### config.mk
export PLATFORM = sky130hd
export DESIGN_NAME = core_mem_top
export DESIGN_NICKNAME = d
export VERILOG_FILES = /design/src/logic/core_mem_pkg.sv /design/src/logic/core_mem_top.sv /design/src/logic/perf_counters.sv /design/src/logic/axi_write_buffer.sv /design/src/logic/axi_read_arbiter.sv
export VERILOG_INCLUDE_DIRS = /design/src /design/src/include
export SDC_FILE = /design/constraint.sdc
export NUM_CORES = 1
export LEC_CHECK = 0
export BUFFER_PORTS_ARGS = -buffer_cell sky130_fd_sc_hd__buf_2
export CELL_PAD_IN_SITES_DETAIL_PLACEMENT = 1
export CELL_PAD_IN_SITES_GLOBAL_PLACEMENT = 2
export CORE_MARGIN = 2
export CORE_UTILIZATION = 35
export DETAILED_ROUTE_END_ITERATION = 8
export GPL_TIMING_DRIVEN = 1
export HOLD_SLACK_MARGIN = 0.12
export PLACE_DENSITY_LB_ADDON = 0.1
export SLEW_MARGIN = 30
export SYNTH_ARGS = -nofsm -noshare
export SYNTH_HDL_FRONTEND = slang
export SYNTH_SLANG_ARGS = --single-unit
### constraint.sdc
create_clock -name aclk -period 6.3 [get_ports aclk]
set_clock_uncertainty 0.1 [all_clocks]
set_input_delay 1.89 -clock aclk [delete_from_list [all_inputs] [get_ports aclk]]
set_output_delay 1.89 -clock aclk [all_outputs]
set_load 0.02 [all_outputs]
### src/include/core_mem_defines.svh
`ifndef CORE_MEM_DEFINES_SVH
`define CORE_MEM_DEFINES_SVH

// bus widths
`define CORE_MEM_ADDR_W 32
`define CORE_MEM_DATA_W 32
`define CORE_MEM_STRB_W 4

// axi ids, instruction and data side
`define CORE_MEM_ID_W 4
`define CORE_MEM_INST_ID 0
`define CORE_MEM_DATA_ID 1

// words per cache line, fetched as one incr burst
`define CORE_MEM_LINE_BEATS 4

// posted write entries
`define CORE_MEM_WBUF_DEPTH 4

// event counter width
`define CORE_MEM_PERF_W 32

`endif
### src/logic/core_mem_pkg.sv
`default_nettype none

`include "core_mem_defines.svh"

package core_mem_pkg;

  typedef logic [`CORE_MEM_ADDR_W-1:0] addr_t;
  typedef logic [`CORE_MEM_DATA_W-1:0] data_t;
  typedef logic [`CORE_MEM_STRB_W-1:0] strb_t;
  typedef logic [`CORE_MEM_ID_W-1:0]   axi_id_t;
  typedef logic [7:0]                  axi_len_t;
  typedef logic [`CORE_MEM_PERF_W-1:0] perf_cnt_t;

  // read request from either cache port
  typedef struct packed {
    addr_t addr;
    logic  uncached;
  } rd_req_t;

  // single word posted write
  typedef struct packed {
    addr_t addr;
    data_t data;
    strb_t strb;
  } wr_req_t;

  // one beat handed back to the requester
  typedef struct packed {
    data_t data;
    logic  last;
  } rd_ret_t;

  typedef enum logic [1:0] {
    RD_IDLE,
    RD_ADDR,
    RD_DATA
  } rd_state_e;

  typedef enum logic [1:0] {
    WR_IDLE,
    WR_ADDR_DATA,
    WR_RESP
  } wr_state_e;

endpackage

`default_nettype wire

### src/logic/core_mem_top.sv
`timescale 1ns/1ps
`default_nettype none

module core_mem_top (
  input  wire                        aclk,
  input  wire                        arst_n_i,
  // instruction read port
  input  wire                        inst_rd_valid_i,
  input  wire core_mem_pkg::rd_req_t inst_rd_req_i,
  output logic                       inst_rd_ready_o,
  output logic                       inst_ret_valid_o,
  output core_mem_pkg::rd_ret_t      inst_ret_o,
  // data read port
  input  wire                        data_rd_valid_i,
  input  wire core_mem_pkg::rd_req_t data_rd_req_i,
  output logic                       data_rd_ready_o,
  output logic                       data_ret_valid_o,
  output core_mem_pkg::rd_ret_t      data_ret_o,
  // data write port
  input  wire                        data_wr_valid_i,
  input  wire core_mem_pkg::wr_req_t data_wr_req_i,
  output logic                       data_wr_ready_o,
  // axi read
  output core_mem_pkg::axi_id_t      arid_o,
  output core_mem_pkg::addr_t        araddr_o,
  output core_mem_pkg::axi_len_t     arlen_o,
  output logic [2:0]                 arsize_o,
  output logic [1:0]                 arburst_o,
  output logic                       arvalid_o,
  input  wire                        arready_i,
  input  wire core_mem_pkg::axi_id_t rid_i,
  input  wire core_mem_pkg::data_t   rdata_i,
  input  wire                        rlast_i,
  input  wire                        rvalid_i,
  output logic                       rready_o,
  // axi write
  output core_mem_pkg::axi_id_t      awid_o,
  output core_mem_pkg::addr_t        awaddr_o,
  output core_mem_pkg::axi_len_t     awlen_o,
  output logic [2:0]                 awsize_o,
  output logic [1:0]                 awburst_o,
  output logic                       awvalid_o,
  input  wire                        awready_i,
  output core_mem_pkg::data_t        wdata_o,
  output core_mem_pkg::strb_t        wstrb_o,
  output logic                       wlast_o,
  output logic                       wvalid_o,
  input  wire                        wready_i,
  input  wire                        bvalid_i,
  output logic                       bready_o,
  // event counters
  output core_mem_pkg::perf_cnt_t    inst_reads_o,
  output core_mem_pkg::perf_cnt_t    data_reads_o,
  output core_mem_pkg::perf_cnt_t    data_writes_o,
  output core_mem_pkg::perf_cnt_t    unc_stalls_o
);
  import core_mem_pkg::*;

  logic    wbuf_empty;
  logic    inst_acc;
  logic    data_rd_acc;
  logic    unc_stall;
  logic    wr_acc;
  rd_ret_t ret;

  // one return bus, qualified per port by its valid
  assign inst_ret_o = ret;
  assign data_ret_o = ret;

  axi_read_arbiter u_rd_arb (
    .aclk             (aclk),
    .arst_n_i         (arst_n_i),
    .inst_rd_valid_i  (inst_rd_valid_i),
    .inst_rd_req_i    (inst_rd_req_i),
    .inst_rd_ready_o  (inst_rd_ready_o),
    .inst_ret_valid_o (inst_ret_valid_o),
    .data_rd_valid_i  (data_rd_valid_i),
    .data_rd_req_i    (data_rd_req_i),
    .data_rd_ready_o  (data_rd_ready_o),
    .data_ret_valid_o (data_ret_valid_o),
    .ret_o            (ret),
    .wbuf_empty_i     (wbuf_empty),
    .arid_o           (arid_o),
    .araddr_o         (araddr_o),
    .arlen_o          (arlen_o),
    .arsize_o         (arsize_o),
    .arburst_o        (arburst_o),
    .arvalid_o        (arvalid_o),
    .arready_i        (arready_i),
    .rid_i            (rid_i),
    .rdata_i          (rdata_i),
    .rlast_i          (rlast_i),
    .rvalid_i         (rvalid_i),
    .rready_o         (rready_o),
    .inst_acc_o       (inst_acc),
    .data_rd_acc_o    (data_rd_acc),
    .unc_stall_o      (unc_stall)
  );

  axi_write_buffer u_wbuf (
    .aclk         (aclk),
    .arst_n_i     (arst_n_i),
    .wr_valid_i   (data_wr_valid_i),
    .wr_req_i     (data_wr_req_i),
    .wr_ready_o   (data_wr_ready_o),
    .awid_o       (awid_o),
    .awaddr_o     (awaddr_o),
    .awlen_o      (awlen_o),
    .awsize_o     (awsize_o),
    .awburst_o    (awburst_o),
    .awvalid_o    (awvalid_o),
    .awready_i    (awready_i),
    .wdata_o      (wdata_o),
    .wstrb_o      (wstrb_o),
    .wlast_o      (wlast_o),
    .wvalid_o     (wvalid_o),
    .wready_i     (wready_i),
    .bvalid_i     (bvalid_i),
    .bready_o     (bready_o),
    .wbuf_empty_o (wbuf_empty),
    .wr_acc_o     (wr_acc)
  );

  perf_counters u_perf (
    .aclk          (aclk),
    .arst_n_i      (arst_n_i),
    .inst_acc_i    (inst_acc),
    .data_rd_acc_i (data_rd_acc),
    .wr_acc_i      (wr_acc),
    .unc_stall_i   (unc_stall),
    .inst_reads_o  (inst_reads_o),
    .data_reads_o  (data_reads_o),
    .data_writes_o (data_writes_o),
    .unc_stalls_o  (unc_stalls_o)
  );

endmodule

`default_nettype wire

### src/logic/perf_counters.sv
`timescale 1ns/1ps
`default_nettype none

module perf_counters (
  input  wire                     aclk,
  input  wire                     arst_n_i,
  input  wire                     inst_acc_i,
  input  wire                     data_rd_acc_i,
  input  wire                     wr_acc_i,
  input  wire                     unc_stall_i,
  output core_mem_pkg::perf_cnt_t inst_reads_o,
  output core_mem_pkg::perf_cnt_t data_reads_o,
  output core_mem_pkg::perf_cnt_t data_writes_o,
  output core_mem_pkg::perf_cnt_t unc_stalls_o
);
  import core_mem_pkg::*;

  localparam int N_EV = 4;

  logic [N_EV-1:0] ev;
  perf_cnt_t       cnt_q [N_EV];

  assign ev = {unc_stall_i, wr_acc_i, data_rd_acc_i, inst_acc_i};

  // counters stick at all ones
  always_ff @(posedge aclk or negedge arst_n_i) begin
    if (!arst_n_i) begin
      for (int i = 0; i < N_EV; i++) begin
        cnt_q[i] <= '0;
      end
    end else begin
      for (int i = 0; i < N_EV; i++) begin
        if (ev[i] && (cnt_q[i] != '1)) begin
          cnt_q[i] <= cnt_q[i] + 1'b1;
        end
      end
    end
  end

  assign inst_reads_o  = cnt_q[0];
  assign data_reads_o  = cnt_q[1];
  assign data_writes_o = cnt_q[2];
  assign unc_stalls_o  = cnt_q[3];

endmodule

`default_nettype wire

### src/logic/axi_write_buffer.sv
`timescale 1ns/1ps
`default_nettype none

`include "core_mem_defines.svh"

module axi_write_buffer (
  input  wire                        aclk,
  input  wire                        arst_n_i,
  input  wire                        wr_valid_i,
  input  wire core_mem_pkg::wr_req_t wr_req_i,
  output logic                       wr_ready_o,
  // axi write address
  output core_mem_pkg::axi_id_t      awid_o,
  output core_mem_pkg::addr_t        awaddr_o,
  output core_mem_pkg::axi_len_t     awlen_o,
  output logic [2:0]                 awsize_o,
  output logic [1:0]                 awburst_o,
  output logic                       awvalid_o,
  input  wire                        awready_i,
  // axi write data
  output core_mem_pkg::data_t        wdata_o,
  output core_mem_pkg::strb_t        wstrb_o,
  output logic                       wlast_o,
  output logic                       wvalid_o,
  input  wire                        wready_i,
  // axi write response
  input  wire                        bvalid_i,
  output logic                       bready_o,
  output logic                       wbuf_empty_o,
  output logic                       wr_acc_o
);
  import core_mem_pkg::*;

  localparam int DEPTH = `CORE_MEM_WBUF_DEPTH;
  localparam int PTR_W = (DEPTH > 1) ? $clog2(DEPTH) : 1;
  localparam int CNT_W = $clog2(DEPTH + 1);

  wr_req_t          mem_q [DEPTH];
  logic [PTR_W-1:0] wr_ptr_q;
  logic [PTR_W-1:0] rd_ptr_q;
  logic [CNT_W-1:0] count_q;
  logic [CNT_W-1:0] count_next;
  wr_state_e        state_q;
  logic             aw_done_q;
  logic             w_done_q;
  logic             empty_q;
  logic             push;
  logic             pop;
  logic             aw_hs;
  logic             w_hs;
  wr_req_t          head;

  function automatic logic [PTR_W-1:0] next_ptr(input logic [PTR_W-1:0] ptr);
    return (ptr == PTR_W'(DEPTH - 1)) ? '0 : ptr + 1'b1;
  endfunction

  assign wr_ready_o = (count_q != CNT_W'(DEPTH));
  assign push       = wr_valid_i && wr_ready_o;
  assign wr_acc_o   = push;

  // entry leaves only once its response is back
  assign pop   = (state_q == WR_RESP) && bvalid_i;
  assign aw_hs = awvalid_o && awready_i;
  assign w_hs  = wvalid_o && wready_i;

  always_comb begin
    count_next = count_q;
    if (push && !pop) begin
      count_next = count_q + 1'b1;
    end else if (pop && !push) begin
      count_next = count_q - 1'b1;
    end
  end

  always_ff @(posedge aclk) begin
    if (push) begin
      mem_q[wr_ptr_q] <= wr_req_i;
    end
  end

  always_ff @(posedge aclk or negedge arst_n_i) begin
    if (!arst_n_i) begin
      wr_ptr_q <= '0;
      rd_ptr_q <= '0;
      count_q  <= '0;
      empty_q  <= 1'b1;
    end else begin
      if (push) begin
        wr_ptr_q <= next_ptr(wr_ptr_q);
      end
      if (pop) begin
        rd_ptr_q <= next_ptr(rd_ptr_q);
      end
      count_q <= count_next;
      empty_q <= (count_next == '0);
    end
  end

  // aw and w may complete in either order
  always_ff @(posedge aclk or negedge arst_n_i) begin
    if (!arst_n_i) begin
      state_q   <= WR_IDLE;
      aw_done_q <= 1'b0;
      w_done_q  <= 1'b0;
    end else begin
      case (state_q)
        WR_IDLE: begin
          if (count_q != '0) begin
            state_q <= WR_ADDR_DATA;
          end
        end
        WR_ADDR_DATA: begin
          if ((aw_done_q || aw_hs) && (w_done_q || w_hs)) begin
            state_q   <= WR_RESP;
            aw_done_q <= 1'b0;
            w_done_q  <= 1'b0;
          end else begin
            aw_done_q <= aw_done_q || aw_hs;
            w_done_q  <= w_done_q || w_hs;
          end
        end
        WR_RESP: begin
          if (bvalid_i) begin
            state_q <= WR_IDLE;
          end
        end
        default: state_q <= WR_IDLE;
      endcase
    end
  end

  assign head = mem_q[rd_ptr_q];

  assign awid_o    = axi_id_t'(`CORE_MEM_DATA_ID);
  assign awaddr_o  = head.addr;
  assign awlen_o   = '0;
  assign awsize_o  = 3'd2;
  assign awburst_o = 2'b01;
  assign awvalid_o = (state_q == WR_ADDR_DATA) && !aw_done_q;
  assign wdata_o   = head.data;
  assign wstrb_o   = head.strb;
  assign wlast_o   = 1'b1;
  assign wvalid_o  = (state_q == WR_ADDR_DATA) && !w_done_q;
  assign bready_o  = (state_q == WR_RESP);

  assign wbuf_empty_o = empty_q;

endmodule

`default_nettype wire

### src/logic/axi_read_arbiter.sv
`timescale 1ns/1ps
`default_nettype none

`include "core_mem_defines.svh"

module axi_read_arbiter (
  input  wire                        aclk,
  input  wire                        arst_n_i,
  // instruction read port
  input  wire                        inst_rd_valid_i,
  input  wire core_mem_pkg::rd_req_t inst_rd_req_i,
  output logic                       inst_rd_ready_o,
  output logic                       inst_ret_valid_o,
  // data read port
  input  wire                        data_rd_valid_i,
  input  wire core_mem_pkg::rd_req_t data_rd_req_i,
  output logic                       data_rd_ready_o,
  output logic                       data_ret_valid_o,
  output core_mem_pkg::rd_ret_t      ret_o,
  input  wire                        wbuf_empty_i,
  // axi read address
  output core_mem_pkg::axi_id_t      arid_o,
  output core_mem_pkg::addr_t        araddr_o,
  output core_mem_pkg::axi_len_t     arlen_o,
  output logic [2:0]                 arsize_o,
  output logic [1:0]                 arburst_o,
  output logic                       arvalid_o,
  input  wire                        arready_i,
  // axi read data
  input  wire core_mem_pkg::axi_id_t rid_i,
  input  wire core_mem_pkg::data_t   rdata_i,
  input  wire                        rlast_i,
  input  wire                        rvalid_i,
  output logic                       rready_o,
  // event pulses
  output logic                       inst_acc_o,
  output logic                       data_rd_acc_o,
  output logic                       unc_stall_o
);
  import core_mem_pkg::*;

  localparam int LINE_BYTES = `CORE_MEM_LINE_BEATS * (`CORE_MEM_DATA_W / 8);
  localparam addr_t LINE_MASK = ~addr_t'(LINE_BYTES - 1);

  rd_state_e state_q;
  rd_req_t   req_q;
  axi_id_t   id_q;

  logic idle;
  logic inst_ok;
  logic data_ok;
  logic data_elig;
  logic inst_take;
  logic data_take;

  assign idle = (state_q == RD_IDLE);

  // an uncached read may not pass a posted write
  assign inst_ok = !inst_rd_req_i.uncached || wbuf_empty_i;
  assign data_ok = !data_rd_req_i.uncached || wbuf_empty_i;

  // data side wins a tie
  assign data_elig       = data_rd_valid_i && data_ok;
  assign data_rd_ready_o = idle && data_ok;
  assign inst_rd_ready_o = idle && inst_ok && !data_elig;

  assign data_take = data_rd_valid_i && data_rd_ready_o;
  assign inst_take = inst_rd_valid_i && inst_rd_ready_o;

  assign data_rd_acc_o = data_take;
  assign inst_acc_o    = inst_take;

  // only the write buffer holds these back
  assign unc_stall_o = idle &&
                       ((data_rd_valid_i && !data_ok) ||
                        (inst_rd_valid_i && !inst_ok && !data_elig));

  always_ff @(posedge aclk or negedge arst_n_i) begin
    if (!arst_n_i) begin
      state_q <= RD_IDLE;
    end else begin
      case (state_q)
        RD_IDLE: begin
          if (data_take || inst_take) begin
            state_q <= RD_ADDR;
          end
        end
        RD_ADDR: begin
          if (arready_i) begin
            state_q <= RD_DATA;
          end
        end
        RD_DATA: begin
          if (rvalid_i && rlast_i) begin
            state_q <= RD_IDLE;
          end
        end
        default: state_q <= RD_IDLE;
      endcase
    end
  end

  always_ff @(posedge aclk) begin
    if (data_take) begin
      req_q <= data_rd_req_i;
      id_q  <= axi_id_t'(`CORE_MEM_DATA_ID);
    end else if (inst_take) begin
      req_q <= inst_rd_req_i;
      id_q  <= axi_id_t'(`CORE_MEM_INST_ID);
    end
  end

  assign arid_o    = id_q;
  assign araddr_o  = req_q.uncached ? req_q.addr : (req_q.addr & LINE_MASK);
  assign arlen_o   = req_q.uncached ? axi_len_t'(0) : axi_len_t'(`CORE_MEM_LINE_BEATS - 1);
  assign arsize_o  = 3'd2;
  assign arburst_o = 2'b01;
  assign arvalid_o = (state_q == RD_ADDR);
  assign rready_o  = (state_q == RD_DATA);

  // steer each beat by its id
  assign inst_ret_valid_o = rready_o && rvalid_i &&
                            (rid_i == axi_id_t'(`CORE_MEM_INST_ID));
  assign data_ret_valid_o = rready_o && rvalid_i &&
                            (rid_i == axi_id_t'(`CORE_MEM_DATA_ID));
  assign ret_o = '{data: rdata_i, last: rlast_i};

endmodule

`default_nettype wire

==> results by group <==
Floorplan
  – DIE AREA: approximately 57000 µm²
  – IO Count: 520
  – Std-Cell Rows: 85
  – Core Area: 53900 µm²
  – Starting Density: 35.5%
  – Die Span Y: between 200 and 250 µm
  – Die Wd: 238 µm

Placement
  – IO Port Bufs: 391
  – Final HPWL DP: 35000 µm
  – Inst Count DP: around 2200
  – Place WS: 1590 ps
  – Gpl congestion: about 0.76

GRT
  – Largest net degree at the start of global routing: 77
  – Vias in the first global route: roughly 12000
  – First-pass GRT wire length: approximately 75000 µm
  – Initial antenna violation count: 9
  – Grt total ovfl: 0
  – All-Layer GR Usage: between 15 and 20%

STA
  – Hold Vio Cnt, Final: 0
  – Crit share post-route: ~75%
  – Post-layout min period: around 4700 ps
  – Final setup vio count: 0
  – Worst Tran Pin Value: ~870 ps
  – RSZ-0062 raised after global routing: no
  – Fmax: approximately 210 MHz
  – Hold WS: around 350 ps
  – Pins over their slew limit: 0
  – Final worst setup slack: around 1600 ps
  – Fin Setup TNS: 0 ps
  – Slew headroom: between 40% and 50%

Finish
  – Total area of sequential cells: approximately 13000 µm²
  – Layout Cells excl Fill: 2304
  – Multi-input logic area: 5380 µm²
  – Fillers: 5547
  – Fin nets: 1759
  – Area grow syn2layout: 19.3%
  – Layout cells sized above 1: 38.2%
  – Most common cell after layout, fill and taps aside: buf_2
  – Most frequent cells in the layout: buf_2, edfxtp_1, dfrtp_1, xnor2_1, mux4_2
  – Final design utilization: a little over two fifths

Clock tree
  – CTS sink cnt: roughly 450
  – Clock buffer depth: 3
  – Clk_lat worst skew: between 500 and 600 ps
  – Post-CTS setup repair buffer count: 0
  – Post-CTS Resized: 0
  – Clock root cell: clkbuf_16
  – CTS Hold Bufs: 0
  – Num CTS Buffers: just over 50
  – Htree depth: 2
  – Clk slew on worst S/H paths: ~60 ps
  – CTS tree: built

Outcome
  – Status: completed

Setup path
  – Reg-to-Reg Start: u_wbuf.count_q[1]$_DFF_PN0_
  – CP Max Fanout: 2
  – R2r setup slk: between 3000 and 4000 ps
  – Worst setup EP type: output port
  – Reg2reg end: u_wbuf.mem_q[3][38]$_DFFE_PP_
  – WP data required: between 4000 and 5000 ps
  – WP data arrival: ~2700 ps
  – Critical path startpoint category: input port
  – Crit Path Category: input port to output port
  – Reg2reg path depth: 6

Synthesis
  – Synth Flop Type: edfxtp_1
  – EDFF count, synth: 305
  – Gate Count Post-Synth: 1231
  – Mapped cell area: 19100 µm²
  – Mean Syn Cell Area: about 16 µm²
  – Distinct cells, synth: between 50 and 60
  – Sequential fraction of the synthesis area: 66.5%
  – Number of synthesized register bits: between 400 and 500
  – Fraction of registers with async set/reset: roughly a third
  – YS warnings: 0

Detailed routing
  – Number of vias per cell: between 4 and 5
  – Final ANT Viol Nets: 0
  – DR pass1 iterations: 4
  – Via Count: about 11000
  – Detailed Route WL: between 50000 and 60000 µm
  – DR WL/cell: 21.8 µm
  – DR iter-0 viols: 455
  – DRC: 0

Power
  – Peak VDD IR: 0.223 mV
  – LEAKAGE: roughly 9.3 nW
  – Power per cell area: between 400 and 500 nW/µm²
  – Pint: roughly 0.0064 W
  – Switching Power: roughly 0.0031 W
  – Share of total power in combinational logic: roughly 27%
  – Flop pwr share: 43.1%
  – Clk pwr share: ~30%
  – Switching share of total power: between 30% and 40%

Min path
  – Hold Startpoint: u_rd_arb.arid_o[0]$_SDFFE_PN1P_
  – Hold path endpoint: u_rd_arb.arid_o[0]$_SDFFE_PN1P_
  – Worst hold path depth: 2
  – Hold Crit Class: flop to flop

Flow run
  – Max-cap viol count: 0
-- power groups by stage --
stage | Combinational, W | Sequential (W) | Clock (W)
final | 0.00256 | 0.00409 | 0.00284
after global routing | 0.00276 | 0.00417 | 0.00304
after CTS | 0.00262 | 0.00411 | 0.00294
after detailed placement | 0.00261 | 0.00417 | 0
after global placement | 0.00258 | 0.00415 | 0
after floorplan | 0.00181 | 0.00404 | 0
-- cell usage after synthesis, types with 5 or more instances --
library cell	count	area (µm²)
edfxtp_1	305	9160
dfrtp_1	141	3530
buf_4	127	953
xnor2_1	71	622
mux4_2	68	1530
nand2_1	55	206
xor2_1	51	447
nand4_1	50	313
nor2_1	49	184
mux2_2	41	462
nand3_1	37	185
nor3_1	37	185
inv_1	25	93.8
and3_1	24	150
clkbuf_1	19	71.3
ha_1	12	150
and2_1	11	68.8
nor4_1	9	56.3
and4_1	8	70.1
a21oi_1	6	30.0
buf_1	6	22.5
nor2b_1	6	37.5
or2_2	5	31.3
or3_1	5	31.3
-- worst max-delay path by stage --
stage / from / end / slack [ps] / cells after the start
final: rid_i[1] / inst_ret_valid_o / 1580 / 5
after global routing: u_wbuf.rd_ptr_q[0]$_DFFE_PN0P_ / wdata_o[14] / 1370 / 3
after detailed placement: rid_i[1] / data_ret_valid_o / 1590 / 4
after global placement: rid_i[1] / inst_ret_valid_o / 1580 / 5
after floorplan: rid_i[1] / inst_ret_valid_o / 1720 / 3
after CTS: u_wbuf.rd_ptr_q[0]$_DFFE_PN0P_ / wdata_o[14] / 1480 / 3
-- per-layer routing --
layer  vias up  wire, µm  GRT usage [%]
li1       5133         -              -
met1      5797     20800           22.3
met2       270     24400           28.7
met3       107      3450           4.99
met4        10      1390           6.04
met5         -        70              0
-- worst max-delay path: stages --
cell	delay (ps)
buf_2	100
nor4b_1	380
nand2_1	100
nor2_1	100
buf_2	170
-- cell type report --
class | instances | area share [%]
clock buffers | 62 | 5.82
diodes | 3 | 0.0329
inverters | 25 | 0.411
well taps | 696 | 3.81
multi-input cells | 633 | 23.6
repair buffers | 407 | 9.41
clock inverters | 30 | 1.14
flip-flops and latches | 448 | 55.8
-- stage by stage --
step	power [W]	instance area (µm²)
after floorplan	0.00585	19200
after global placement	0.00673	21100
after detailed placement	0.00678	21200
after global routing	0.00997	22800
final	0.00948	22800
after CTS	0.00967	22800
-- sequential cells by signal, indices dropped and copies added, names as in the netlist --
register	flops
u_perf.data_reads_o	32
u_wbuf.wr_ptr_q	2
u_perf.inst_reads_o	32
u_wbuf.aw_done_q	1
u_perf.data_writes_o	32
u_wbuf.rd_ptr_q	2
u_wbuf.mem_q	272
u_rd_arb.arid_o	1
u_rd_arb.state_q	2
u_wbuf.count_q	3
u_wbuf.wbuf_empty_o	1
u_wbuf.state_q	2
u_rd_arb.req_q	33
u_wbuf.w_done_q	1
u_perf.unc_stalls_o	32
-- cells by family after synthesis --
logic type | synth area share, %
other | 0.0392
adder cells (fa/ha/maj) | 0.837
AND/OR/NAND/NOR | 8.96
flip-flops | 66.5
buffers and inverters | 6.07
multiplexers | 10.4
XOR/XNOR | 5.58
AO/OA/AOI/OAI | 1.54
No activity file was read; power rests on OpenSTA's default activity.
